--- src/rtl/sad_stream_pkg.sv ---
`default_nettype none

package sad_stream_pkg;

    localparam int SAMPLE_BITS = 8;

    typedef logic [SAMPLE_BITS-1:0] sample_t;

    // one reference position on its way down the lane chain
    typedef struct packed {
        logic    valid;
        logic    enable;     // mask bit, zero means skip this position
        logic    first;      // position 0, counter reloads
        logic    last;       // final position, match decided here
        sample_t ref_sample;
    } ref_step_t;

endpackage

`default_nettype wire

--- src/rtl/sad_cfg_pkg.sv ---
`default_nettype none

package sad_cfg_pkg;

    localparam int BYTECNT_BITS  = 7;  // enough to address 128 reference bytes
    localparam int REG_DATA_BITS = 8;
    localparam int WIDE_REG_BITS = 32; // threshold and status as seen on the bus

    // register addresses on the byte bus
    typedef enum logic [7:0] {
        SAD_REFERENCE         = 8'h00,
        SAD_REFEN             = 8'h01,
        SAD_THRESHOLD         = 8'h02,
        SAD_STATUS            = 8'h03,
        SAD_MULTIPLE_TRIGGERS = 8'h04,
        SAD_ALWAYS_ARMED      = 8'h05,
        SAD_REF_SAMPLES       = 8'h06,
        SAD_COUNTER_WIDTH     = 8'h07
    } sad_reg_e;

    typedef logic [REG_DATA_BITS-1:0] reg_byte_t;

    // mode bits written through the bus
    typedef struct packed {
        logic multiple_triggers;
        logic always_armed;
    } sad_mode_t;

    typedef struct packed {
        logic [15:0] num_triggers; // wraps after 65535 trigger edges
        logic        triggered;
    } trigger_status_t;

endpackage

`default_nettype wire
--- src/rtl/sad_step_feeder.sv ---
`default_nettype none

module sad_step_feeder #(
    parameter int ref_samples = 32
) (
    input  wire                                       adc_sampleclk,
    input  wire                                       reset,
    input  wire sad_stream_pkg::sample_t              adc_datain,
    input  wire                                       armed_and_ready,
    input  wire                                       active,
    input  wire                                       xadc_error,
    input  wire sad_cfg_pkg::sad_mode_t               mode,
    input  wire sad_stream_pkg::sample_t [ref_samples-1:0] refsamples,
    input  wire logic [ref_samples-1:0]               refen,
    output sad_stream_pkg::ref_step_t                 step,
    output sad_stream_pkg::sample_t                   sample
);

    localparam int POS_BITS = (ref_samples > 1) ? $clog2(ref_samples) : 1;
    localparam logic [POS_BITS-1:0] LAST_POS = POS_BITS'(ref_samples - 1);

    logic run;
    logic at_last;
    logic [POS_BITS-1:0] pos; // reference position issued at the next edge

    assign run = (armed_and_ready || mode.always_armed) && active && !xadc_error;
    assign at_last = (pos == LAST_POS);

    always_ff @(posedge adc_sampleclk) begin
        if (reset) begin
            pos  <= '0;
            step <= '0;
        end else begin
            step.valid      <= run;
            step.enable     <= refen[pos];
            step.first      <= (pos == '0);
            step.last       <= at_last;
            step.ref_sample <= refsamples[pos];
            if (!run)
                pos <= '0; // next run starts a fresh window set
            else if (at_last)
                pos <= '0;
            else
                pos <= pos + 1'b1;
        end
    end

    // one register stage, shared by every lane
    always_ff @(posedge adc_sampleclk) begin
        sample <= adc_datain;
    end

    a_pos_range: assert property (
        @(posedge adc_sampleclk) disable iff (reset)
        pos < ref_samples
    );

endmodule

`default_nettype wire

--- config.mk ---
export PLATFORM = sky130hd
export DESIGN_NAME = sad_step_feeder
export DESIGN_NICKNAME = d
export VERILOG_FILES = /design/src/rtl/sad_stream_pkg.sv /design/src/rtl/sad_cfg_pkg.sv /design/src/rtl/sad_step_feeder.sv
export SDC_FILE = /design/constraint.sdc
export NUM_CORES = 1
export LEC_CHECK = 0
export BUFFER_PORTS_ARGS = -buffer_cell sky130_fd_sc_hd__buf_2
export CORE_AREA = 5 5 121 123
export CTS_CLUSTER_DIAMETER = 80
export CTS_CLUSTER_SIZE = 10
export DETAILED_ROUTE_END_ITERATION = 10
export DIE_AREA = 0 0 126 128
export PLACE_DENSITY = 0.54
export RECOVER_POWER = 25
export SYNTH_ARGS = -nofsm -noshare
export SYNTH_HDL_FRONTEND = slang
export SYNTH_SLANG_ARGS = --single-unit
--- constraint.sdc ---
create_clock -name adc_sampleclk -period 3.75 [get_ports adc_sampleclk]
set_input_delay 0.1875 -clock adc_sampleclk [delete_from_list [all_inputs] [get_ports adc_sampleclk]]
set_output_delay 0.1875 -clock adc_sampleclk [all_outputs]
set_load 0.005 [all_outputs]
==> results_dict.tcl <==
set metrics [dict create \
    cts_made_buffers 3 \
    cts_tree "built" \
    reg2reg_depth 4 \
    grt_usage_pct 16.98 \
    yosysTopAreaCellShare_pct 28.61 \
    p_per_area_nw_per_um2 174.1 \
    pin_count 323 \
    synth_cell_types 34 \
    synth_fa_ha_area_share_pct 1.192 \
    path_cells "nor4bb_1, a221oi_1, o21ai_1, a221oi_1" \
    final_nets 835 \
    yosysSeqAreaShare_pct 15.89 \
    yosys_warnings 0 \
    postRouteAntennaNets 0 \
    hpwl_microns 12330 \
    ys_seq_elements 25 \
    seq_area_sq_um 508.0 \
    setup_viol 0 \
    area_delta_synth_final_pct 53.60 \
    setup_ws_ns 1.256 \
    status "complete, no violations" \
    synthCells 227 \
    crit_path_frequent_cell "a221oi_1" \
    drive_gt1_share_pct 71.78 \
    fp.dieArea_sq_um 16130 \
    diodes 0 \
    fin_util_pct 35.68 \
    htree_num_levels 1 \
    wl_per_cell_microns 20.22 \
    pre_cts_slack_ns 1.218 \
    ir_drop_mv 0.2069 \
    synth_common_cells "mux4_2, dfxtp_1, mux2i_1, mux4_1, a221oi_1" \
    rsz0062_at_grt "no" \
    final.setup.tns_ns 0 \
    critPathMaxFanout 15 \
    grt_pass1_vias 3797 \
    period_minus_slack_ns 2.494 \
    netlist_top_cells_area "mux4_2, mux4_1, dfxtp_1" \
    cts_root_buffer "clkbuf_16" \
    synth_compound_area_share_pct 9.853 \
    maxCapViolations 0 \
    fill_cells 1392 \
    maxSlewViolCount 0 \
    critPathArrivalTime_ns 2.60 \
    clockBufferDepth 2 \
    synth-simple-area-share_pct 4.966 \
    yosysTopAreaCell "mux4_2" \
    synth-async-reset-ratio_pct 0 \
    tightest_slew_ns 1.102 \
    critical_path_required_ns 3.86 \
    post_cts_buffers 0 \
    finalClockSkew_ns 0.002906 \
    synthMuxAreaShare_pct 59.12 \
    route.detailed.drc 0 \
    ys.flop_type "dfxtp_1" \
    cts_sinks 25 \
    wl_microns 14310 \
    avgSynthCellArea_sq_um 13.87 \
    cpPeakStageDelay_ns 1.00 \
    antenna_found_initial 0 \
    drt_iter0_markers 112 \
    leakagePower_uw 0.002251 \
    die_x_microns 126 \
    vias_per_cell 4.880 \
    power_uw 841.9 \
    synth_edf_count 0 \
    slew_headroom_pct 25.52 \
    crit_type "reg2reg" \
    hold_viol 0 \
    synth_top_family_by_area "multiplexers" \
    cts.repair.resized 0 \
    syn_area_sq_um 3149 \
    holdBufCountCts 0 \
    via_count 3455 \
    crit_path_end_kind "flop" \
    multi_input_area_sq_um 2384 \
    grt-ovfl-total 0 \
    fmax_mhz 400.9 \
    gp_congestion 0.8799 \
    fp.dieH_microns 128 \
    grt_pass1_wl_microns 21260 \
    hold_slack_ns 0.02299 \
    worstHoldPathType "in2reg" \
    synth.most_common_cell "mux4_2" \
    fin_crit_sh_pct 66.51 \
    start_util_pct 23.23 \
    critPathSlowestCell "nor4bb_1" \
    hold_path_depth 1 \
    start_kind "flop" \
    grt_max_degree 65 \
    synth-xor-area-share_pct 0.5562 \
    port-buffer-count 321 \
    syn_nets 533 \
    rows 43 \
    clock_latency_ns 0.26 \
    core_sq_um 13560 \
    clk_pin_slew_ns 0.07 \
    first_pass_iters 4 \
]
## where the power goes
group          total [uW]  internal, uW  switching (uW)
Clock                 245           145            99.3
Combinational         308           210            98.5
Sequential            289           277            12.3
Total                 842           632             210
## critical path: cells and delay by family (launching register included)
| kind | cells | cell delay [ns] |
|---|---|---|
| compound gates | 3 | 0.68 |
| simple gates | 1 | 1.00 |
| flops | 1 | 0.66 |
## layout make-up
cell class / instances / share of cell area, %
Clock buffer: 3 / 1.552
Clock inverter: 1 / 0.1293
Inverter: 5 / 0.3880
Multi-Input combinational cell: 171 / 49.28
Sequential cell: 25 / 10.50
Tap cell: 180 / 4.656
Timing Repair Buffer: 323 / 33.50
## routing by layer
| layer | vias up | routed length, microns | global-route usage, % |
|---|---|---|---|
| li1 | 1605 | - | - |
| met1 | 1621 | 5554 | 21.15 |
| met2 | 225 | 7502 | 31.27 |
| met3 | 4 | 1195 | 4.000 |
| met4 | 0 | 60 | 1.199 |
| met5 | - | 0 | 0 |
## placed cells by master (no fill, tap or decap), types with 7 or more instances in the layout
| cell type | n |
|---|---|
| a221oi_1 | 16 |
| buf_2 | 320 |
| dfxtp_1 | 23 |
| mux2_2 | 8 |
| mux2i_1 | 24 |
| mux4_1 | 24 |
| mux4_2 | 40 |
| nor2_1 | 7 |
| o21ai_0 | 9 |
| o21ai_1 | 8 |
| o22a_1 | 8 |
## cells by family (layout without fill, tap and decap cells)
family / Yosys count / in the layout
compound gates: 43 / 43
xor+xnor: 2 / 2
simple gates: 27 / 27
flops: 25 / 25
buf+inv: 31 / 332
fa+ha+maj: 3 / 3
mux: 96 / 96
## flip-flops by register name (all words and copies together) (netlist names)
| name | flops |
|---|---|
| sample | 8 |
| pos | 5 |
| step | 12 |
## through the flow
stage,instance area [sq um],std cells
CTS,4838,708
finish,4837,708
global route,4837,708
global placement,4757,704
floorplan,3149,227
detailed placement,4757,704
## final timing paths
kind,from,to,slack (ns)
max,pos[4],step[4],1.26
min,adc_datain[0],sample[0],0.02
min reg2reg,pos[3],pos[3],0.71
max reg2reg,pos[4],step[4],1.26
(Power assumes the default switching activity.)
