`config.mk`:
```
export PLATFORM = sky130hd
export DESIGN_NAME = sad_lane
export DESIGN_NICKNAME = d
export VERILOG_FILES = /design/src/rtl/sad_stream_pkg.sv /design/src/rtl/sad_lane.sv
export SDC_FILE = /design/constraint.sdc
export NUM_CORES = 1
export LEC_CHECK = 0
export ABC_AREA = 1
export BUFFER_PORTS_ARGS = -buffer_cell sky130_fd_sc_hd__clkbuf_2
export CAP_MARGIN = 20
export CORE_MARGIN = 2
export CORE_UTILIZATION = 52
export DETAILED_ROUTE_END_ITERATION = 10
export GPL_TIMING_DRIVEN = 1
export PLACE_DENSITY_LB_ADDON = 0.3
export SKIP_LAST_GASP = 1
export SYNTH_ARGS = -nofsm -noshare
export SYNTH_HDL_FRONTEND = slang
export SYNTH_SLANG_ARGS = --single-unit
```
`constraint.sdc`:
```
create_clock -name adc_sampleclk -period 4.3 [get_ports adc_sampleclk]
set_input_delay 1.29 -clock adc_sampleclk [delete_from_list [all_inputs] [get_ports adc_sampleclk]]
set_output_delay 1.29 -clock adc_sampleclk [all_outputs]
set_load 0.01 [all_outputs]
```
`src/rtl/sad_stream_pkg.sv`:
```
`default_nettype none

package sad_stream_pkg;

    localparam int SAMPLE_BITS = 8;

    typedef logic [SAMPLE_BITS-1:0] sample_t;

    // one reference position on its way down the lane chain
    typedef struct packed {
        logic    valid;
        logic    enable;     // mask bit, zero means skip this position
        logic    first;      // position 0, counter reloads
        logic    last;       // final position, match decided here
        sample_t ref_sample;
    } ref_step_t;

endpackage

`default_nettype wire

```
`src/rtl/sad_lane.sv`:
```
`default_nettype none

module sad_lane #(
    parameter int sad_width = 16
) (
    input  wire                             adc_sampleclk,
    input  wire                             reset,
    input  wire sad_stream_pkg::ref_step_t  step_in,
    input  wire sad_stream_pkg::sample_t    sample,
    input  wire logic [sad_width-2:0]       threshold,
    output sad_stream_pkg::ref_step_t       step_out,
    output logic                            match
);

    localparam int SAMPLE_BITS = sad_stream_pkg::SAMPLE_BITS;

    logic [SAMPLE_BITS-1:0] abs_diff;
    logic [sad_width-1:0] incr;
    logic [sad_width-1:0] counter;
    logic [sad_width-1:0] counter_next;

    always_comb begin
        if (sample > step_in.ref_sample)
            abs_diff = sample - step_in.ref_sample;
        else
            abs_diff = step_in.ref_sample - sample;
    end

    assign incr = step_in.enable ? {{(sad_width-SAMPLE_BITS){1'b0}}, abs_diff} : '0;

    // MSB set means saturated, value frozen until next window
    always_comb begin
        if (step_in.first)
            counter_next = incr;
        else if (counter[sad_width-1])
            counter_next = counter;
        else
            counter_next = counter + incr;
    end

    always_ff @(posedge adc_sampleclk) begin
        if (step_in.valid)
            counter <= counter_next;
    end

    always_ff @(posedge adc_sampleclk) begin
        if (reset) begin
            step_out <= '0;
            match    <= 1'b0;
        end else begin
            step_out <= step_in; // next lane sees it one cycle later
            // threshold is one bit narrower so a saturated window fails here
            match <= step_in.valid && step_in.last && (counter_next <= threshold);
        end
    end

    a_match_at_end: assert property (
        @(posedge adc_sampleclk) disable iff (reset)
        match |-> $past(step_in.valid && step_in.last)
    );

endmodule

`default_nettype wire

```
==> flow_summary.rst, run 1 <==
.. list-table::
   :header-rows: 1

   * - Metric
     - Value
   * - Core region area
     - roughly 5500 sq um
   * - Placed wire-length estimate
     - ~6.3 mm
   * - Multi-input gate area
     - 2340 sq um
   * - Final Instance Area
     - 4400 sq um
   * - Register-to-Register Setup Slack
     - 1480 ps
   * - CP Buf/Inv Count
     - 4
   * - Initial standard-cell utilization of the core
     - 54.2%
   * - Mapped Nets
     - ~530
   * - H-tree Lvls
     - 2
   * - Worst IR drop on VDD
     - about 0.00022 V
   * - Maximum clock skew at final layout
     - between 10 and 15 ps
   * - Final global-route overflow total
     - 0
   * - Critical path data required time
     - approximately 4500 ps
   * - Highest achievable clock rate
     - 0.214 GHz
   * - Count of input and output buffers
     - 49
   * - Class of the tightest hold or removal check
     - flip-flop to flip-flop
   * - Clock Path Buffers
     - 2
   * - Number of clock sinks
     - 29
   * - RR Endpoint
     - match$_SDFF_PP0_
   * - Clock transition at the registers of the reported paths
     - 70 ps
   * - Inserted Clock Buffers
     - 5
   * - Antenna violation net count after detailed routing
     - 0
   * - Post-synth ARST share
     - 0%
   * - Drt first pass iters
     - 7
   * - Part of the Yosys area used for sequential elements
     - around a quarter
   * - DR DRC count
     - 0
   * - Transition time at the pin with the least slew margin
     - 545 ps
   * - Avg WL per Cell
     - 15.1 microns
   * - Kind of start point of the critical path
     - primary input
   * - Overall die area
     - 6400 sq um
   * - Most Frequent Cell on Critical Path
     - nand2_1
   * - Longest individual stage delay on the worst path
     - about 420 ps
   * - Die width
     - approximately 80 microns
   * - Largest delay share family, worst path
     - simple AND/OR/NAND/NOR gates
   * - YS warnings
     - 0
   * - Setup ws final
     - -383 ps
   * - Unrepaired setup endpoints after global routing
     - true
   * - Via count of the first global-routing pass
     - 3323
   * - Max Cap Viol
     - 0
   * - Overall die height
     - 80.0 microns
   * - Maximum number of pins on one net before global-route repair
     - 18
   * - WHS Endpoint
     - counter[14]$_DFFE_PP_
   * - Peak fanout along the critical path
     - 5
   * - Lkg Pwr
     - ~0.0024 uW
   * - Violations in the final reports
     - setup timing
   * - Final critical-path required period
     - ~4700 ps
   * - Crit path from
     - step_in[1]
   * - Synth-to-Final Area Change
     - 46.7%
   * - Setup Crit Path Kind
     - primary input to flip-flop
   * - Fill cell total of the finished layout
     - between 300 and 400
   * - Placement-stage cell area
     - around 3800 sq um
   * - Synth Cell Area
     - between 3000 and 4000 sq um
   * - Relative slew slack
     - roughly 64%
   * - Rows
     - 27
   * - Initial antenna violation count
     - 0
   * - Path depth of the worst reg2reg path
     - 20
   * - Number of enable flip-flop cells after synthesis
     - 16
   * - Arrival @ worst endpoint
     - between 4000 and 5000 ps
   * - Share of the cycle needed by the critical path after routing
     - 109%
   * - Root Buffer
     - clkbuf_8
   * - Antenna diode count
     - 0
   * - Synthesis-stage register bit count
     - 29
   * - Clock tree from TritonCTS
     - yes
   * - Ports placed on the boundary
     - 50
   * - P per Cell Area
     - roughly 300 nW/um^2
   * - Global-route usage over all layers
     - 28.6%
   * - Outcome
     - finished with violations
   * - Net count reported at finish
     - ~650
   * - Gate count after technology mapping
     - between 400 and 500
   * - Top flip-flop cell by instance count after synthesis
     - edfxtp_1
   * - Max stage delay cell, worst path
     - fa_2
   * - Post-synthesis area per instance
     - roughly 6.6 sq um
   * - Share of final-layout standard cells stronger than drive strength 1
     - around 39%
   * - Clock insertion delay at the later pin of the skew report
     - between 200 and 300 ps
   * - Number of endpoints failing setup at the final stage
     - 1
   * - Overall power
     - approximately 1300 uW
   * - Count of pins over their slew limit
     - 0
   * - CTS hold repair buffers
     - 0
   * - Hold path start
     - counter[14]$_DFFE_PP_
   * - R2r startpoint
     - counter[0]$_DFFE_PP_
   * - Via density per instance
     - around 5.4
   * - Number of failing hold endpoints at the final stage
     - 0
   * - Yosys cell types
     - 32
   * - Hold Path Stages
     - 2
   * - Type of element capturing the critical path
     - flip-flop
   * - Post-Route WL
     - between 9 and 10 mm
   * - Final GP Congestion
     - ~0.93
   * - Number of DRC markers in iteration 0
     - roughly 350
   * - Wire length of the first global-routing pass
     - 14.3 mm
   * - Storage element area
     - ~740 sq um
   * - Via count
     - roughly 3.5k
-- stage by stage --
| step | worst slack [ps] | setup TNS [ps] | hold slack [ps] | instances | utilization (%) |
|---|---|---|---|---|---|
| after global routing | -534 | -534 | 745 | 642 | 79.5 |
| after floorplan | -70.4 | -70.4 | 601 | 454 | - |
| after CTS | -107 | -107 | 679 | 636 | 76.1 |
| after global placement | -544 | -544 | 645 | 620 | 68.5 |
| after detailed placement | -666 | -666 | 666 | 620 | 68.5 |
| final | -383 | -383 | 712 | 642 | 79.5 |
-- power breakdown --
part           switching (uW)  internal [uW]
combinational             366            302
clock                     118            171
sequential               19.2            320
-- cells in the final DEF, fill, tap and decap left out, types with 15 or more instances in the layout --
cell	n
nand2_1	117
inv_1	79
nand3_1	23
edfxtp_1	16
ha_4	15
clkbuf_2	47
nand2_2	21
nor2_1	31
ha_1	23
buf_4	62
-- synthesized netlist by cell type, drive strengths merged (3+ instances only) --
master	count	area share, %
ha	38	16
nand4	10	2.1
nand2	145	19
xnor2	5	1.5
edfxtp	16	16
a21boi	3	1.1
a21oi	24	4.5
dfxtp	13	8.7
nor2	47	6.4
inv	86	11
fa	3	2.0
nand3	33	5.8
nand3b	3	0.75
nor3	5	0.83
o21ai	7	1.2
clkbuf	5	0.75
o211ai	3	0.75
-- area by class of cell --
type | count | area share, %
clock buffers | 6 | 1.65
clock inverters | 2 | 0.767
repair buffers | 115 | 17.8
multi-input cells | 332 | 53.1
well taps | 72 | 2.05
flip-flops and latches | 29 | 16.8
inverters | 86 | 7.78
-- worst max path at each step --
stage                     slack [ps]               end  depth (start not counted)
after floorplan                  -70  match$_SDFF_PP0_                         30
after global placement          -540  match$_SDFF_PP0_                         31
after detailed placement        -670  match$_SDFF_PP0_                         31
after CTS                       -110  match$_SDFF_PP0_                         32
after global routing            -530  match$_SDFF_PP0_                         30
final                           -380  match$_SDFF_PP0_                         30
-- per-layer routing --
metal	vias to the layer above	global-route usage, %	wire [microns]
met2	204	48.5	4600
met4	0	11.7	449
met3	46	5.66	838
met5	-	0	0
li1	1664	-	-
met1	1556	35.2	3810
-- logic make-up (layout without fill, tap and decap cells) --
group / count (synthesis) / in the layout / share of synthesized area [%]
AND/OR/NAND/NOR: 244 / 244 / 35.2
XOR/XNOR: 7 / 7 / 2.04
adder cells (fa/ha/maj): 41 / 41 / 17.8
buffers and inverters: 93 / 209 / 12.0
flip-flops: 29 / 29 / 24.7
AO/OA/AOI/OAI: 40 / 40 / 8.25
-- worst register-to-register path: stages (launching register included) --
cell and delay, ps:
edfxtp_1 400, ha_1 290, fa_2 390, nand2_1 110
nand3_2 90, buf_4 140, nand2_1 50, nand3_1 60
nand2_1 80, inv_1 50, a21oi_2 160, ha_1 270
nand2_1 120, nor2_1 60, nor2_1 100, nand2_1 60
nand2_1 60, nand3_1 80, nand2_1 60, nand2_1 50
nor2_1 90
-- state kept, by name, summed over array words and instances, names as in the netlist --
name      count
step_out     12
counter      16
match         1
-- what timing repair did --
action,in CTS,in global routing
buffers inserted,8,6
resized for setup,65,25
pin swaps,39,24
setup endpoints to repair,1,1
gates cloned,0,0
Power figures use the tool's default switching activity.
==> inputs of run 2 (changes only) <==
--- a/config.mk
+++ b/config.mk
@@ -8,8 +8,10 @@
 export ABC_AREA = 1
 export BUFFER_PORTS_ARGS = -buffer_cell sky130_fd_sc_hd__clkbuf_2
 export CAP_MARGIN = 20
+export CELL_PAD_IN_SITES_DETAIL_PLACEMENT = 1
+export CELL_PAD_IN_SITES_GLOBAL_PLACEMENT = 1
 export CORE_MARGIN = 2
-export CORE_UTILIZATION = 52
+export CORE_UTILIZATION = 37
 export DETAILED_ROUTE_END_ITERATION = 10
 export GPL_TIMING_DRIVEN = 1
 export PLACE_DENSITY_LB_ADDON = 0.3
==> flow_summary.rst, run 2 (synthesized netlist as in run 1, its figures left out) <==
.. list-table::
   :header-rows: 1

   * - Metric
     - Value
   * - Clock insertion delay at the later pin of the skew report
     - around 300 ps
   * - Switching component of the power
     - 640 uW
   * - Via density per instance
     - approximately 5.5
   * - Longest individual stage delay on the worst path
     - about 330 ps
   * - Avg WL per Cell
     - 21.1 microns
   * - Via count of the first global-routing pass
     - between 3k and 4k
   * - Placed Instances
     - around 660
   * - Path depth of the worst reg2reg path
     - 18
   * - Transition time at the pin with the least slew margin
     - around 700 ps
   * - Share of the cycle needed by the critical path after routing
     - 114%
   * - Number of endpoints failing setup at the final stage
     - 1
   * - Internal power consumption
     - roughly 850 uW
   * - Critical path data required time
     - about 4500 ps
   * - Peak fanout along the critical path
     - 6
   * - Hold Path Stages
     - 2
   * - WHS Endpoint
     - counter[14]$_DFFE_PP_
   * - Flip-flop count of the largest register, all copies and words added
     - 16
   * - DR DRC count
     - 0
   * - Final GP Congestion
     - a little under 0.9
   * - Type of element capturing the critical path
     - flip-flop
   * - Highest achievable clock rate
     - 0.203 GHz
   * - Final critical-path required period
     - 4910 ps
   * - Net count reported at finish
     - around 650
   * - Maximum clock skew at final layout
     - 8.20 ps
   * - Number of clock sinks
     - 29
   * - Class of the tightest hold or removal check
     - flip-flop to flip-flop
   * - Overall die height
     - 94.1 microns
   * - Clock Path Buffers
     - 2
   * - Via count
     - 3751
   * - Lkg Pwr
     - ~0.0024 uW
   * - Die width
     - 94.1 microns
   * - Most frequent standard cell in the layout excluding fill and tap cells
     - nand2_1
   * - Setup ws final
     - -615 ps
   * - CTS hold repair buffers
     - 0
   * - Arrival @ worst endpoint
     - just over 5000 ps
   * - Switching part of the total power
     - between 40% and 50%
   * - Register-to-Register Setup Slack
     - approximately 1300 ps
   * - Share of final-layout standard cells stronger than drive strength 1
     - between 40% and 50%
   * - Final global-route overflow total
     - 0
   * - Global-route usage over all layers
     - a little over a quarter
   * - H-tree Lvls
     - 2
   * - Drt first pass iters
     - 5
   * - Ports placed on the boundary
     - 50
   * - Overall die area
     - between 8000 and 9000 sq um
   * - Largest registers
     - counter x16, step_out x12, match x1
   * - Register with the most flip-flops
     - counter
   * - Initial antenna violation count
     - 0
   * - Synth-to-Final Area Change
     - 58.3%
   * - Hold path start
     - counter[14]$_DFFE_PP_
   * - P per Cell Area
     - 314 nW/um^2
   * - Worst IR drop on VDD
     - roughly 0.00015 V
   * - Worst Hold Margin
     - roughly 810 ps
   * - Max Cap Viol
     - 0
   * - Worst setup timing slack at the placement stage
     - -778 ps
   * - Total Negative Setup Slacks
     - -615 ps
   * - Kind of start point of the critical path
     - primary input
   * - RR Endpoint
     - match$_SDFF_PP0_
   * - Part of the power in the clock network
     - a little over a fifth
   * - Inserted Clock Buffers
     - 5
   * - Antenna violation net count after detailed routing
     - 0
   * - Post-layout util
     - 60.9%
   * - Count of pins over their slew limit
     - 0
   * - Sequential power share
     - a little under a quarter
   * - Root Buffer
     - clkbuf_8
   * - Number of DRC markers in iteration 0
     - 205
   * - Logic pwr share
     - between 50% and 60%
   * - Maximum number of pins on one net before global-route repair
     - 18
   * - Wire length of the first global-routing pass
     - about 18 mm
   * - Clock transition at the registers of the reported paths
     - ~80 ps
   * - Max stage delay cell, worst path
     - ha_1
   * - Core region area
     - approximately 7800 sq um
   * - Crit path from
     - step_in[0]
   * - Post-route non-filler standard cell count
     - 678
   * - R2r startpoint
     - counter[0]$_DFFE_PP_
   * - Setup Crit Path Kind
     - primary input to flip-flop
   * - Violations in the final reports
     - setup timing
   * - Initial standard-cell utilization of the core
     - roughly two fifths
   * - Rows
     - 32
   * - Most Frequent Cell on Critical Path
     - nand2_1
   * - Placed wire-length estimate
     - between 7 and 8 mm
   * - Outcome
     - finished with violations
   * - Clock tree from TritonCTS
     - yes
   * - Top library cells by usage in the layout, fill and taps aside
     - nand2_1 (107), inv_1 (75), buf_4 (68)
   * - Unrepaired setup endpoints after global routing
     - true
   * - Count of input and output buffers
     - between 40 and 50
   * - Number of failing hold endpoints at the final stage
     - 0
   * - Post-Route WL
     - 14.3 mm
   * - Antenna diode count
     - 0
   * - Relative slew slack
     - between 50% and 60%
run 2: changes by cell type in the layout (fill, tap and decap cells not counted), moves of 3 or more:
cell     change
nor2_4       +5
a21oi_4      +4
nand3_1      -3
nand3_4      +4
ha_4         +7
nand2_1     -10
inv_2        +5
inv_1        -4
nand2_2      +7
ha_1         -8
nor2_1       -4
buf_4        +6
run 2: per-layer routing:
| metal | global-route usage (%) | up-vias | wire (microns) |
|---|---|---|---|
| met5 | 0 | - | 0 |
| met4 | 9.06 | 0 | 507 |
| met3 | 2.73 | 47 | 877 |
| met2 | 48.6 | 201 | 7190 |
| met1 | 32.2 | 1834 | 5750 |
| li1 | - | 1669 | - |
run 2: through the flow:
stage / area (sq um) / power (uW)
2_1_floorplan: 3110 / 679
3_3_place_gp: 3870 / 863
3_5_place_dp: 3870 / 893
4_1_cts: 4390 / 1300
5_1_grt: 4750 / 1550
6_report: 4750 / 1490
run 2: final cells by class:
type,count,area [sq um]
well taps,102,128
clock inverters,3,46.3
repair buffers,121,817
clock buffers,5,68.8
fillers,964,3060
flip-flops and latches,29,741
inverters,86,340
multi-input cells,332,2610
run 2: worst max-delay path: cells and delay by family:
family                   cells  cell delay (ps)
AND/OR/NAND/NOR             19             1780
adder cells (fa/ha/maj)      4              990
buffers and inverters        4              310
XOR/XNOR                     1              160
AO/OA/AOI/OAI                3              600
run 2: how the worst max path moves through the flow:
stage                     cells after the start                to
after global routing                         30  match$_SDFF_PP0_
after detailed placement                     32  match$_SDFF_PP0_
after floorplan                              30  match$_SDFF_PP0_
after CTS                                    32  match$_SDFF_PP0_
final                                        31  match$_SDFF_PP0_
after global placement                       32  match$_SDFF_PP0_
run 2: power by group through the flow:
stage / Sequential, uW / Combinational [uW] / Clock, uW
2_1_floorplan: 341 / 338 / 0
3_3_place_gp: 341 / 522 / 0
3_5_place_dp: 342 / 550 / 0
4_1_cts: 339 / 652 / 308
5_1_grt: 345 / 885 / 318
6_report: 343 / 833 / 315
run 2: what timing repair did:
action / 4_1_cts / 5_1_grt
setup buffers: 7 / 8
gates resized for setup: 75 / 64
pin swaps: 44 / 68
endpoints found under the setup margin: 1 / 1
