--- src/rtl/sad_cfg_pkg.sv ---
`default_nettype none

package sad_cfg_pkg;

    localparam int BYTECNT_BITS  = 7;  // enough to address 128 reference bytes
    localparam int REG_DATA_BITS = 8;
    localparam int WIDE_REG_BITS = 32; // threshold and status as seen on the bus

    // register addresses on the byte bus
    typedef enum logic [7:0] {
        SAD_REFERENCE         = 8'h00,
        SAD_REFEN             = 8'h01,
        SAD_THRESHOLD         = 8'h02,
        SAD_STATUS            = 8'h03,
        SAD_MULTIPLE_TRIGGERS = 8'h04,
        SAD_ALWAYS_ARMED      = 8'h05,
        SAD_REF_SAMPLES       = 8'h06,
        SAD_COUNTER_WIDTH     = 8'h07
    } sad_reg_e;

    typedef logic [REG_DATA_BITS-1:0] reg_byte_t;

    // mode bits written through the bus
    typedef struct packed {
        logic multiple_triggers;
        logic always_armed;
    } sad_mode_t;

    typedef struct packed {
        logic [15:0] num_triggers; // wraps after 65535 trigger edges
        logic        triggered;
    } trigger_status_t;

endpackage

`default_nettype wire
--- src/rtl/sad_trigger_combiner.sv ---
`default_nettype none

module sad_trigger_combiner #(
    parameter int ref_samples = 32
) (
    input  wire                              adc_sampleclk,
    input  wire                              reset,
    input  wire logic [ref_samples-1:0]      match,
    input  wire                              armed_and_ready,
    input  wire                              clear_status,
    input  wire sad_cfg_pkg::sad_mode_t      mode,
    output logic                             trigger,
    output sad_cfg_pkg::trigger_status_t     status
);

    logic any_match;
    logic blocked;
    logic trigger_d;
    logic armed_d;
    logic arm_rise;
    logic trigger_rise;

    assign any_match = |match;
    // single-trigger mode, hold off once fired
    assign blocked = status.triggered && !mode.multiple_triggers;

    assign arm_rise = armed_and_ready && !armed_d;
    assign trigger_rise = trigger && !trigger_d;

    always_ff @(posedge adc_sampleclk) begin
        if (reset) begin
            trigger   <= 1'b0;
            trigger_d <= 1'b0;
            armed_d   <= 1'b0;
        end else begin
            trigger   <= any_match && !blocked;
            trigger_d <= trigger;
            armed_d   <= armed_and_ready;
        end
    end

    always_ff @(posedge adc_sampleclk) begin
        if (reset) begin
            status <= '0;
        end else if (clear_status || arm_rise) begin
            status <= '0; // clear takes priority over a new count
        end else if (trigger_rise) begin
            status.triggered    <= 1'b1;
            status.num_triggers <= status.num_triggers + 16'd1;
        end
    end

    a_single_holdoff: assert property (
        @(posedge adc_sampleclk) disable iff (reset)
        (status.triggered && !mode.multiple_triggers) |=> !trigger
    );

endmodule

`default_nettype wire

--- config.mk ---
export PLATFORM = sky130hd
export DESIGN_NAME = sad_trigger_combiner
export DESIGN_NICKNAME = d
export VERILOG_FILES = /design/src/rtl/sad_cfg_pkg.sv /design/src/rtl/sad_trigger_combiner.sv
export SDC_FILE = /design/constraint.sdc
export NUM_CORES = 1
export LEC_CHECK = 0
export BUFFER_PORTS_ARGS = -buffer_cell sky130_fd_sc_hd__buf_2
export CORE_MARGIN = 4
export CORE_UTILIZATION = 41
export CTS_CLUSTER_DIAMETER = 200
export CTS_CLUSTER_SIZE = 28
export DETAILED_ROUTE_END_ITERATION = 10
export GPL_ROUTABILITY_DRIVEN = 0
export HOLD_SLACK_MARGIN = 0.08
export PLACE_DENSITY_LB_ADDON = 0.05
export SLEW_MARGIN = 20
export SYNTH_ARGS = -nofsm -noshare
export SYNTH_HDL_FRONTEND = slang
export SYNTH_SLANG_ARGS = --single-unit
--- constraint.sdc ---
create_clock -name adc_sampleclk -period 2.54 [get_ports adc_sampleclk]
set_clock_uncertainty 0.15 [all_clocks]
set_input_delay 0.254 -clock adc_sampleclk [delete_from_list [all_inputs] [get_ports adc_sampleclk]]
set_output_delay 0.254 -clock adc_sampleclk [all_outputs]
set_load 0.01 [all_outputs]
==> implementation parameters, run 1 <==
Parameter                              Value

Outcome
  Status ... finished clean

GRT
  Number of global-route vias before repair ... approximately 1,000
  Wire length of the first global-routing pass ... 3970 um
  Overflow left after global routing ... 0
  Pin count of the biggest net entering global routing ... 12
  Global router's overall resource usage ... 0.157
  Antenna violations before repair ... 0

Worst setup path
  CP cell instances ... ha_1 > nand3b_1 > or4_4 > or3_1 > a21oi_1
  Arrival time at the worst endpoint ... 2070 ps
  Reg2Reg Depth ... 5
  Type of origin of the critical path ... flip-flop
  Type of element capturing the critical path ... flip-flop
  Crit-path max cell delay ... about 480 ps
  Crit path max-delay family ... simple AND/OR/NAND/NOR gates
  Logic depth of the worst setup path including buffers ... 5
  Critical path class ... reg -> reg
  Critical path required time ... 2620 ps
  Number of buffers and inverters on the critical path ... 0
  Critical path fanouts, max ... 6
  Cell with the largest stage delay on the worst path ... or4_4

Logic synthesis
  Net Count, Synth ... approximately 150
  Number of distinct library cells after synthesis ... 27
  Synthesized instance count ... between 100 and 150
  Leading post-synthesis cells by cell area ... dfxtp_1 44%, nor2_1 9.0%, xnor2_1 8.6%, nor4_1 8.2%, nand4_1 4.1%
  Post-synth design cell area ... around 900 um2
  Fraction of synthesized cell area taken by the top area cell type ... 0.437
  Synthesis warning total ... 0
  Sequential area share after synthesis ... 0.437
  Cell type contributing the most total cell area after synthesis ... dfxtp_1
  Number of register bits inferred by synthesis ... 20
  Avg Cell Area, Syn ... between 8 and 9 um2

Finish
  Area grow syn2layout ... 40.8%
  Top library cells by usage in the layout, fill and taps aside ... 54 x buf_2, 22 x nor2_1, 20 x dfxtp_1
  Post-route standard cell area excluding fillers ... between 1000 and 1500 um2
  Most common cell after layout, fill and taps aside ... buf_2
  Layout Cells excl Fill ... ~200
  Final Net Count ... approximately 210
  Share of final-layout standard cells stronger than drive strength 1 ... 0.391
  Number of antenna cells inserted ... 0

Detailed routing
  Number of design-rule violations left by the first detailed-router iteration ... 17
  Final WL ... roughly 2300 um
  Vias post-DR ... 973
  Number of vias per cell after detailed routing ... a little under 5
  Average wire length per cell after detail routing ... between 10 and 15 um
  Number of design rule violations left after detail routing ... 0
  DRT Pass-1 Iters ... 4
  Antenna violation net count after detailed routing ... 0

Timing
  Final hold viol count ... 0
  Clock period minus worst slack ... 1990 ps
  Worst Max-Slew Pin Slew ... 721 ps
  Slew margin rel. ... 0.516
  Tcrit/Tclk final ... 0.784
  Pins Over Slew Limit ... 0
  RSZ-0062 raised after global routing ... no
  Count of final setup violators ... 0
  Sum of negative setup slack ... 0 ps
  Highest achievable clock rate ... ~0.50 GHz
  Worst slack on hold paths ... around 200 ps

Floorplan
  Die span in y ... 55.3 um
  Initial Util ... 0.449
  Horiz. Die Dim ... 55.3 um
  Total core area ... 2040 um2
  Die ar. ... a little over 3000 um2
  I/O pin count ... between 50 and 60
  Number of placement rows ... 16

Clock network
  Number of clock sinks ... 20
  Maximum root-to-sink buffer count ... 2
  Clock latency reported for the late side of the worst-skew pair ... between 200 and 300 ps
  Number of buffers created by CTS ... 3
  CTS Root Cell ... clkbuf_4
  Max H-tree Level ... 1
  TritonCTS clock tree ... done
  CTS clk-pin slew, worst paths ... between 100 and 150 ps
  Buffer count from post-CTS setup fixing ... 0

Placed design
  Area of placed instances ... 1220 um2
  Placed cell count ... roughly 190
  HPWL after detailed placement ... 1930 um
  Port Buffers ... 54

Power
  Fraction of power spent switching nets ... 0.214
  Relative contribution of combinational cells to total power ... 0.093
  Part of the total power dissipated in sequential elements ... 0.578
  Clock network power share ... 0.329
  Power per standard cell area ... about 430 nW/um2
  Internal power ... 0.000436 W
  Maximum resistive drop on vdd ... ~0.25 mV
  Switching power summed over all nets ... 0.000119 W
  Leakage power ... approximately 0.54 nW

Job
  Max-capacitance violation count ... 0

Worst hold path
  Worst min-delay path category ... in -> reg
  Min-Delay Path Depth ... 5
[final cells by class]
class                           count  area (um2)
Fill cell                         191         751
Tap cell                           27        33.8
Inverter                            8        30.0
Timing Repair Buffer               58         308
Clock buffer                        4        36.3
Sequential cell                    20         400
Multi-Input combinational cell     79         483
[tightest hold or removal path, cell delays in order]
cell,delay [ps]
buf_2,70
nor4_1,30
nand4_1,60
nor2_1,40
nor3_1,140
[routing by layer]
metal,vias to the layer above,track usage,part of all wire
met5,-,0,0
met4,0,0.0660,0.0091
met3,2,0.0513,0.11
met2,46,0.267,0.47
met1,422,0.178,0.41
li1,503,-,-
[stage by stage]
step                total power [W]  setup WS (ps)   util
floorplan                  0.000342            637      -
global placement           0.000375            603  0.600
detailed placement         0.000377            557  0.600
CTS                        0.000562            536  0.632
global route               0.000583            423  0.632
finish                     0.000555            549  0.632
[timing repair]
item	in CTS	in global routing
gates resized for setup	0	0
hold endpoints to repair	3	0
hold buffers	3	0
[flip-flops by register name (all words and copies together), names as in the netlist]
| signal | count |
|---|---|
| armed_d | 1 |
| trigger | 1 |
| status | 17 |
| trigger_d | 1 |
[power groups by stage]
stage	Sequential [W]	Clock, W	Combinational (W)
global placement	0.000328	0	0.0000476
floorplan	0.000328	0	0.0000143
finish	0.000321	0.000182	0.0000517
global route	0.000321	0.000204	0.0000577
CTS	0.000321	0.000189	0.0000525
detailed placement	0.000328	0	0.0000489
[synth_stat cells, drive strengths merged]
cell type	number
a211oi	1
a21oi	2
a31o	2
clkbuf	1
dfxtp	20
ha	1
inv	8
mux2	1
mux2i	1
nand2	2
nand3	4
nand3b	1
nand4	6
nand4b	1
nor2	22
nor2b	3
nor3	5
nor4	12
o21ai	2
or3	1
or4	1
xnor2	9
xor2	2
[worst paths after layout]
| check | from | to | slack [ps] |
|---|---|---|---|
| worst max-delay path | status[1]$_SDFFE_PP0P_ | status[13]$_SDFFE_PP0P_ | 550 |
| worst min-delay path | match[14] | trigger$_SDFF_PP0_ | 200 |
| worst max register to register | status[1]$_SDFFE_PP0P_ | status[13]$_SDFFE_PP0P_ | 550 |
| worst min register to register | status[13]$_SDFFE_PP0P_ | status[13]$_SDFFE_PP0P_ | 350 |
[logic make-up (layout without fill, tap and decap cells)]
family / count (synthesis) / after routing / synth area share
XOR/XNOR: 11 / 11 / 0.105
buffers and inverters: 9 / 70 / 0.0368
AND/OR/NAND/NOR: 58 / 58 / 0.336
AO/OA/AOI/OAI: 7 / 7 / 0.0491
adder cells (fa/ha/maj): 1 / 1 / 0.0136
multiplexers: 2 / 2 / 0.0232
flip-flops: 20 / 20 / 0.437
(Power assumes the default switching activity.)
==> inputs of run 2 (changes only) <==
--- a/config.mk
+++ b/config.mk
@@ -7,7 +7,7 @@
 export LEC_CHECK = 0
 export BUFFER_PORTS_ARGS = -buffer_cell sky130_fd_sc_hd__buf_2
 export CORE_MARGIN = 4
-export CORE_UTILIZATION = 41
+export CORE_UTILIZATION = 37
 export CTS_CLUSTER_DIAMETER = 200
 export CTS_CLUSTER_SIZE = 28
 export DETAILED_ROUTE_END_ITERATION = 10
==> constraint.sdc (replaced) <==
create_clock -name adc_sampleclk -period 1.67 [get_ports adc_sampleclk]
set_clock_uncertainty 0.15 [all_clocks]
set_input_delay 0.167 -clock adc_sampleclk [delete_from_list [all_inputs] [get_ports adc_sampleclk]]
set_output_delay 0.167 -clock adc_sampleclk [all_outputs]
set_load 0.01 [all_outputs]
==> run 2 against run 1 <==
Worst hold slack got worse by 94 ps. Critical path depth rose by 1. Count of clock-buffer cells in the layout did not move. Combinational power rose by 64%. Global-route usage barely moved. Design area rose by 12%. Power rose by 47%. Maximum frequency rose by 18%. First-iteration DRC count rose by 29%. Register-to-register slack got worse by 560 ps. The run now ends with negative setup slack left.
==> implementation parameters, run 2 (synthesis results as in run 1) <==
Parameter                              Value

Timing
  Sum of negative setup slack ... -11.9 ps (was 0 ps)
  Tcrit/Tclk final ... 1.01 (was 0.784)
  Clock period minus worst slack ... 1680 ps (was 1990 ps)
  Count of final setup violators ... 1 (was 0)
  Worst Max-Slew Pin Slew ... 412 ps (was 721 ps)
  RSZ-0062 raised after global routing ... yes (was no)
  Slew margin rel. ... 0.723 (was 0.516)
  Pins Over Slew Limit ... 0 (unchanged)
  Final hold viol count ... 0 (unchanged)
  Highest achievable clock rate ... 0.595 GHz (was 0.502 GHz)
  Fin worst setup slack ... -11.9 ps (was 549 ps)

Worst setup path
  Type of origin of the critical path ... flip-flop (unchanged)
  CP cell instances ... ha_1 > nand3b_1 > or4_4 > buf_4 > o21ai_0 > a21oi_1 (was ha_1 > nand3b_1 > or4_4 > or3_1 > a21oi_1)
  Critical path required time ... 1720 ps (was 2620 ps)
  Critical path fanouts, max ... 2 (was 6)
  Crit-path max cell delay ... 420 ps (was 480 ps)
  Reg2Reg Depth ... 6 (was 5)
  Terminus of the critical flop-to-flop path ... status[13]$_SDFFE_PP0P_ (unchanged)
  Critical path class ... reg -> reg (unchanged)
  Arrival time at the worst endpoint ... 1730 ps (was 2070 ps)
  Reg2Reg Launch Point ... status[1]$_SDFFE_PP0P_ (unchanged)
  Destination of the critical timing path ... status[13]$_SDFFE_PP0P_ (unchanged)
  Reg-to-reg slack, setup ... -10 ps (was 550 ps)
  Cell with the largest stage delay on the worst path ... or4_4 (unchanged)
  Type of element capturing the critical path ... flip-flop (unchanged)
  CP Launch Point ... status[1]$_SDFFE_PP0P_ (unchanged)

Detailed routing
  Routed length on met3 ... 267 um (was 247 um)
  Met1 Routed Length ... 1020 um (was 960 um)
  Vias post-DR ... 1,077 (was 973)
  DRT Pass-1 Iters ... 4 (unchanged)
  Number of vias per cell after detailed routing ... 4.94 (was 4.96)
  Highest layer used for signal routing ... met4 (unchanged)
  DR WL met2 ... 1190 um (was 1090 um)
  Number of design-rule violations left by the first detailed-router iteration ... 22 (was 17)
  Antenna violation net count after detailed routing ... 0 (unchanged)
  Final WL ... 2530 um (was 2320 um)
  Average wire length per cell after detail routing ... 11.6 um (was 11.8 um)
  Number of design rule violations left after detail routing ... 0 (unchanged)

Finish
  Core Util, Final ... 0.635 (was 0.632)
  Max FFs per register ... 17 (unchanged)
  Area grow syn2layout ... 57.6% (was 40.8%)
  Register with the highest flop count ... status (unchanged)
  Most common cell after layout, fill and taps aside ... buf_2 (unchanged)
  Layout Cells excl Fill ... 218 (was 196)
  Total of fill cells in the finished design ... 219 (was 191)
  Area of the multi-input gates ... 483 um2 (unchanged)
  Top library cells by usage in the layout, fill and taps aside ... 54 x buf_2, 22 x nor2_1, 22 x buf_4 (was 54 x buf_2, 22 x nor2_1, 20 x dfxtp_1)
  Number of antenna cells inserted ... 0 (unchanged)
  Final Net Count ... 230 (was 209)
  Share of final-layout standard cells stronger than drive strength 1 ... 0.463 (was 0.391)
  FF/Latch Area ... 405 um2 (was 400 um2)

Clock network
  Clock latency reported for the late side of the worst-skew pair ... 300 ps (was 290 ps)
  Maximum root-to-sink buffer count ... 2 (unchanged)
  CTS Root Cell ... clkbuf_4 (unchanged)
  Number of gates resized after cts ... 0 (unchanged)
  CTS clk-pin slew, worst paths ... 110 ps (about the same)
  Max H-tree Level ... 1 (unchanged)
  Buffer count from post-CTS setup fixing ... 0 (unchanged)
  Number of buffers created by CTS ... 3 (unchanged)
  Number of clock sinks ... 20 (unchanged)
  TritonCTS clock tree ... done (unchanged)

Power
  Leakage power ... 0.639 nW (was 0.539 nW)
  Total power ... 0.000813 W (was 0.000555 W)
  Clock network power share ... 0.298 (was 0.329)
  Fraction of power spent switching nets ... 0.228 (was 0.214)
  Maximum resistive drop on vdd ... 0.412 mV (was 0.251 mV)
  Power per standard cell area ... 562 nW/um2 (was 430 nW/um2)
  Part of the total power dissipated in sequential elements ... 0.598 (was 0.578)
  Internal power ... 0.000627 W (was 0.000436 W)
  Relative contribution of combinational cells to total power ... 0.104 (was 0.093)
  Switching power summed over all nets ... 0.000185 W (was 0.000119 W)

Placed design
  HPWL after detailed placement ... 2150 um (was 1930 um)
  Pre-CTS setup slack ... -26.3 ps (was 557 ps)
  Placed cell count ... 211 (was 189)
  Port Buffers ... 54 (unchanged)

GRT
  Global router's overall resource usage ... 0.157 (about the same)
  Pin count of the biggest net entering global routing ... 12 (unchanged)
  Overflow left after global routing ... 0 (unchanged)
  Antenna violations before repair ... 0 (unchanged)
  Number of global-route vias before repair ... 1,084 (was 1,001)
  Wire length of the first global-routing pass ... 4200 um (was 3970 um)

Floorplan
  Die span in y ... 57.8 um (was 55.3 um)
  I/O pin count ... 56 (unchanged)
  Horiz. Die Dim ... 57.8 um (was 55.3 um)
  Initial Util ... 0.403 (was 0.449)
  Total core area ... 2280 um2 (was 2040 um2)
  Number of placement rows ... 17 (was 16)
  Die ar. ... 3340 um2 (was 3060 um2)

Job
  Max-capacitance violation count ... 0 (unchanged)

Outcome
  Violations in the final reports ... negative setup slack
  Status ... finished with violations (was finished clean)

Worst hold path
  Worst min-delay path category ... in -> reg (unchanged)
==> run 2: layout make-up <==
class	count	share of cell area
Multi-Input combinational cell	79	0.334
Tap cell	28	0.0242
Sequential cell	20	0.281
Clock buffer	4	0.0182
Inverter	8	0.0208
Timing Repair Buffer	79	0.322
==> run 2: stage by stage <==
stage               area [um2]  hold slack, ps
finish                    1450             103
floorplan                  922            83.7
global route              1450             150
CTS                       1450             108
detailed placement        1390             235
global placement          1390             221
==> run 2: how the worst min path moves through the flow <==
stage / start / cells past startpoint / endpoint
finish: match[22] / 5 / trigger$_SDFF_PP0_
global route: match[20] / 5 / trigger$_SDFF_PP0_
CTS: match[22] / 5 / trigger$_SDFF_PP0_
detailed placement: reset / 2 / armed_d$_SDFF_PP0_
global placement: reset / 2 / armed_d$_SDFF_PP0_
floorplan: reset / 1 / armed_d$_SDFF_PP0_
==> run 2: power groups by stage <==
stage | logic (W) | clock network [W] | registers (W)
finish | 0.0000849 | 0.000242 | 0.000486
global route | 0.0000961 | 0.000267 | 0.000487
CTS | 0.0000861 | 0.000247 | 0.000486
detailed placement | 0.0000806 | 0 | 0.000497
global placement | 0.0000780 | 0 | 0.000496
floorplan | 0.0000217 | 0 | 0.000498
==> run 2: worst max-delay path, delay by kind of cell (launching register included) <==
| family | cells | cell delay [ps] |
|---|---|---|
| buffers and inverters | 1 | 150 |
| adder cells (fa/ha/maj) | 1 | 130 |
| AND/OR/NAND/NOR | 2 | 510 |
| AO/OA/AOI/OAI | 2 | 260 |
| flip-flops | 1 | 360 |
==> run 2: repair_timing <==
| action | 4_1_cts | 5_1_grt |
|---|---|---|
| hold endpoints to repair | 3 | 0 |
| pin swaps | 2 | 0 |
| setup endpoints to repair | 1 | 1 |
| gates cloned | 0 | 0 |
| hold buffers | 3 | 0 |
==> run 2: layer usage <==
| layer | GRT usage | up-vias |
|---|---|---|
| li1 | - | 548 |
| met1 | 0.162 | 474 |
| met2 | 0.294 | 50 |
| met3 | 0.0468 | 5 |
| met4 | 0.0596 | 0 |
| met5 | 0 | - |
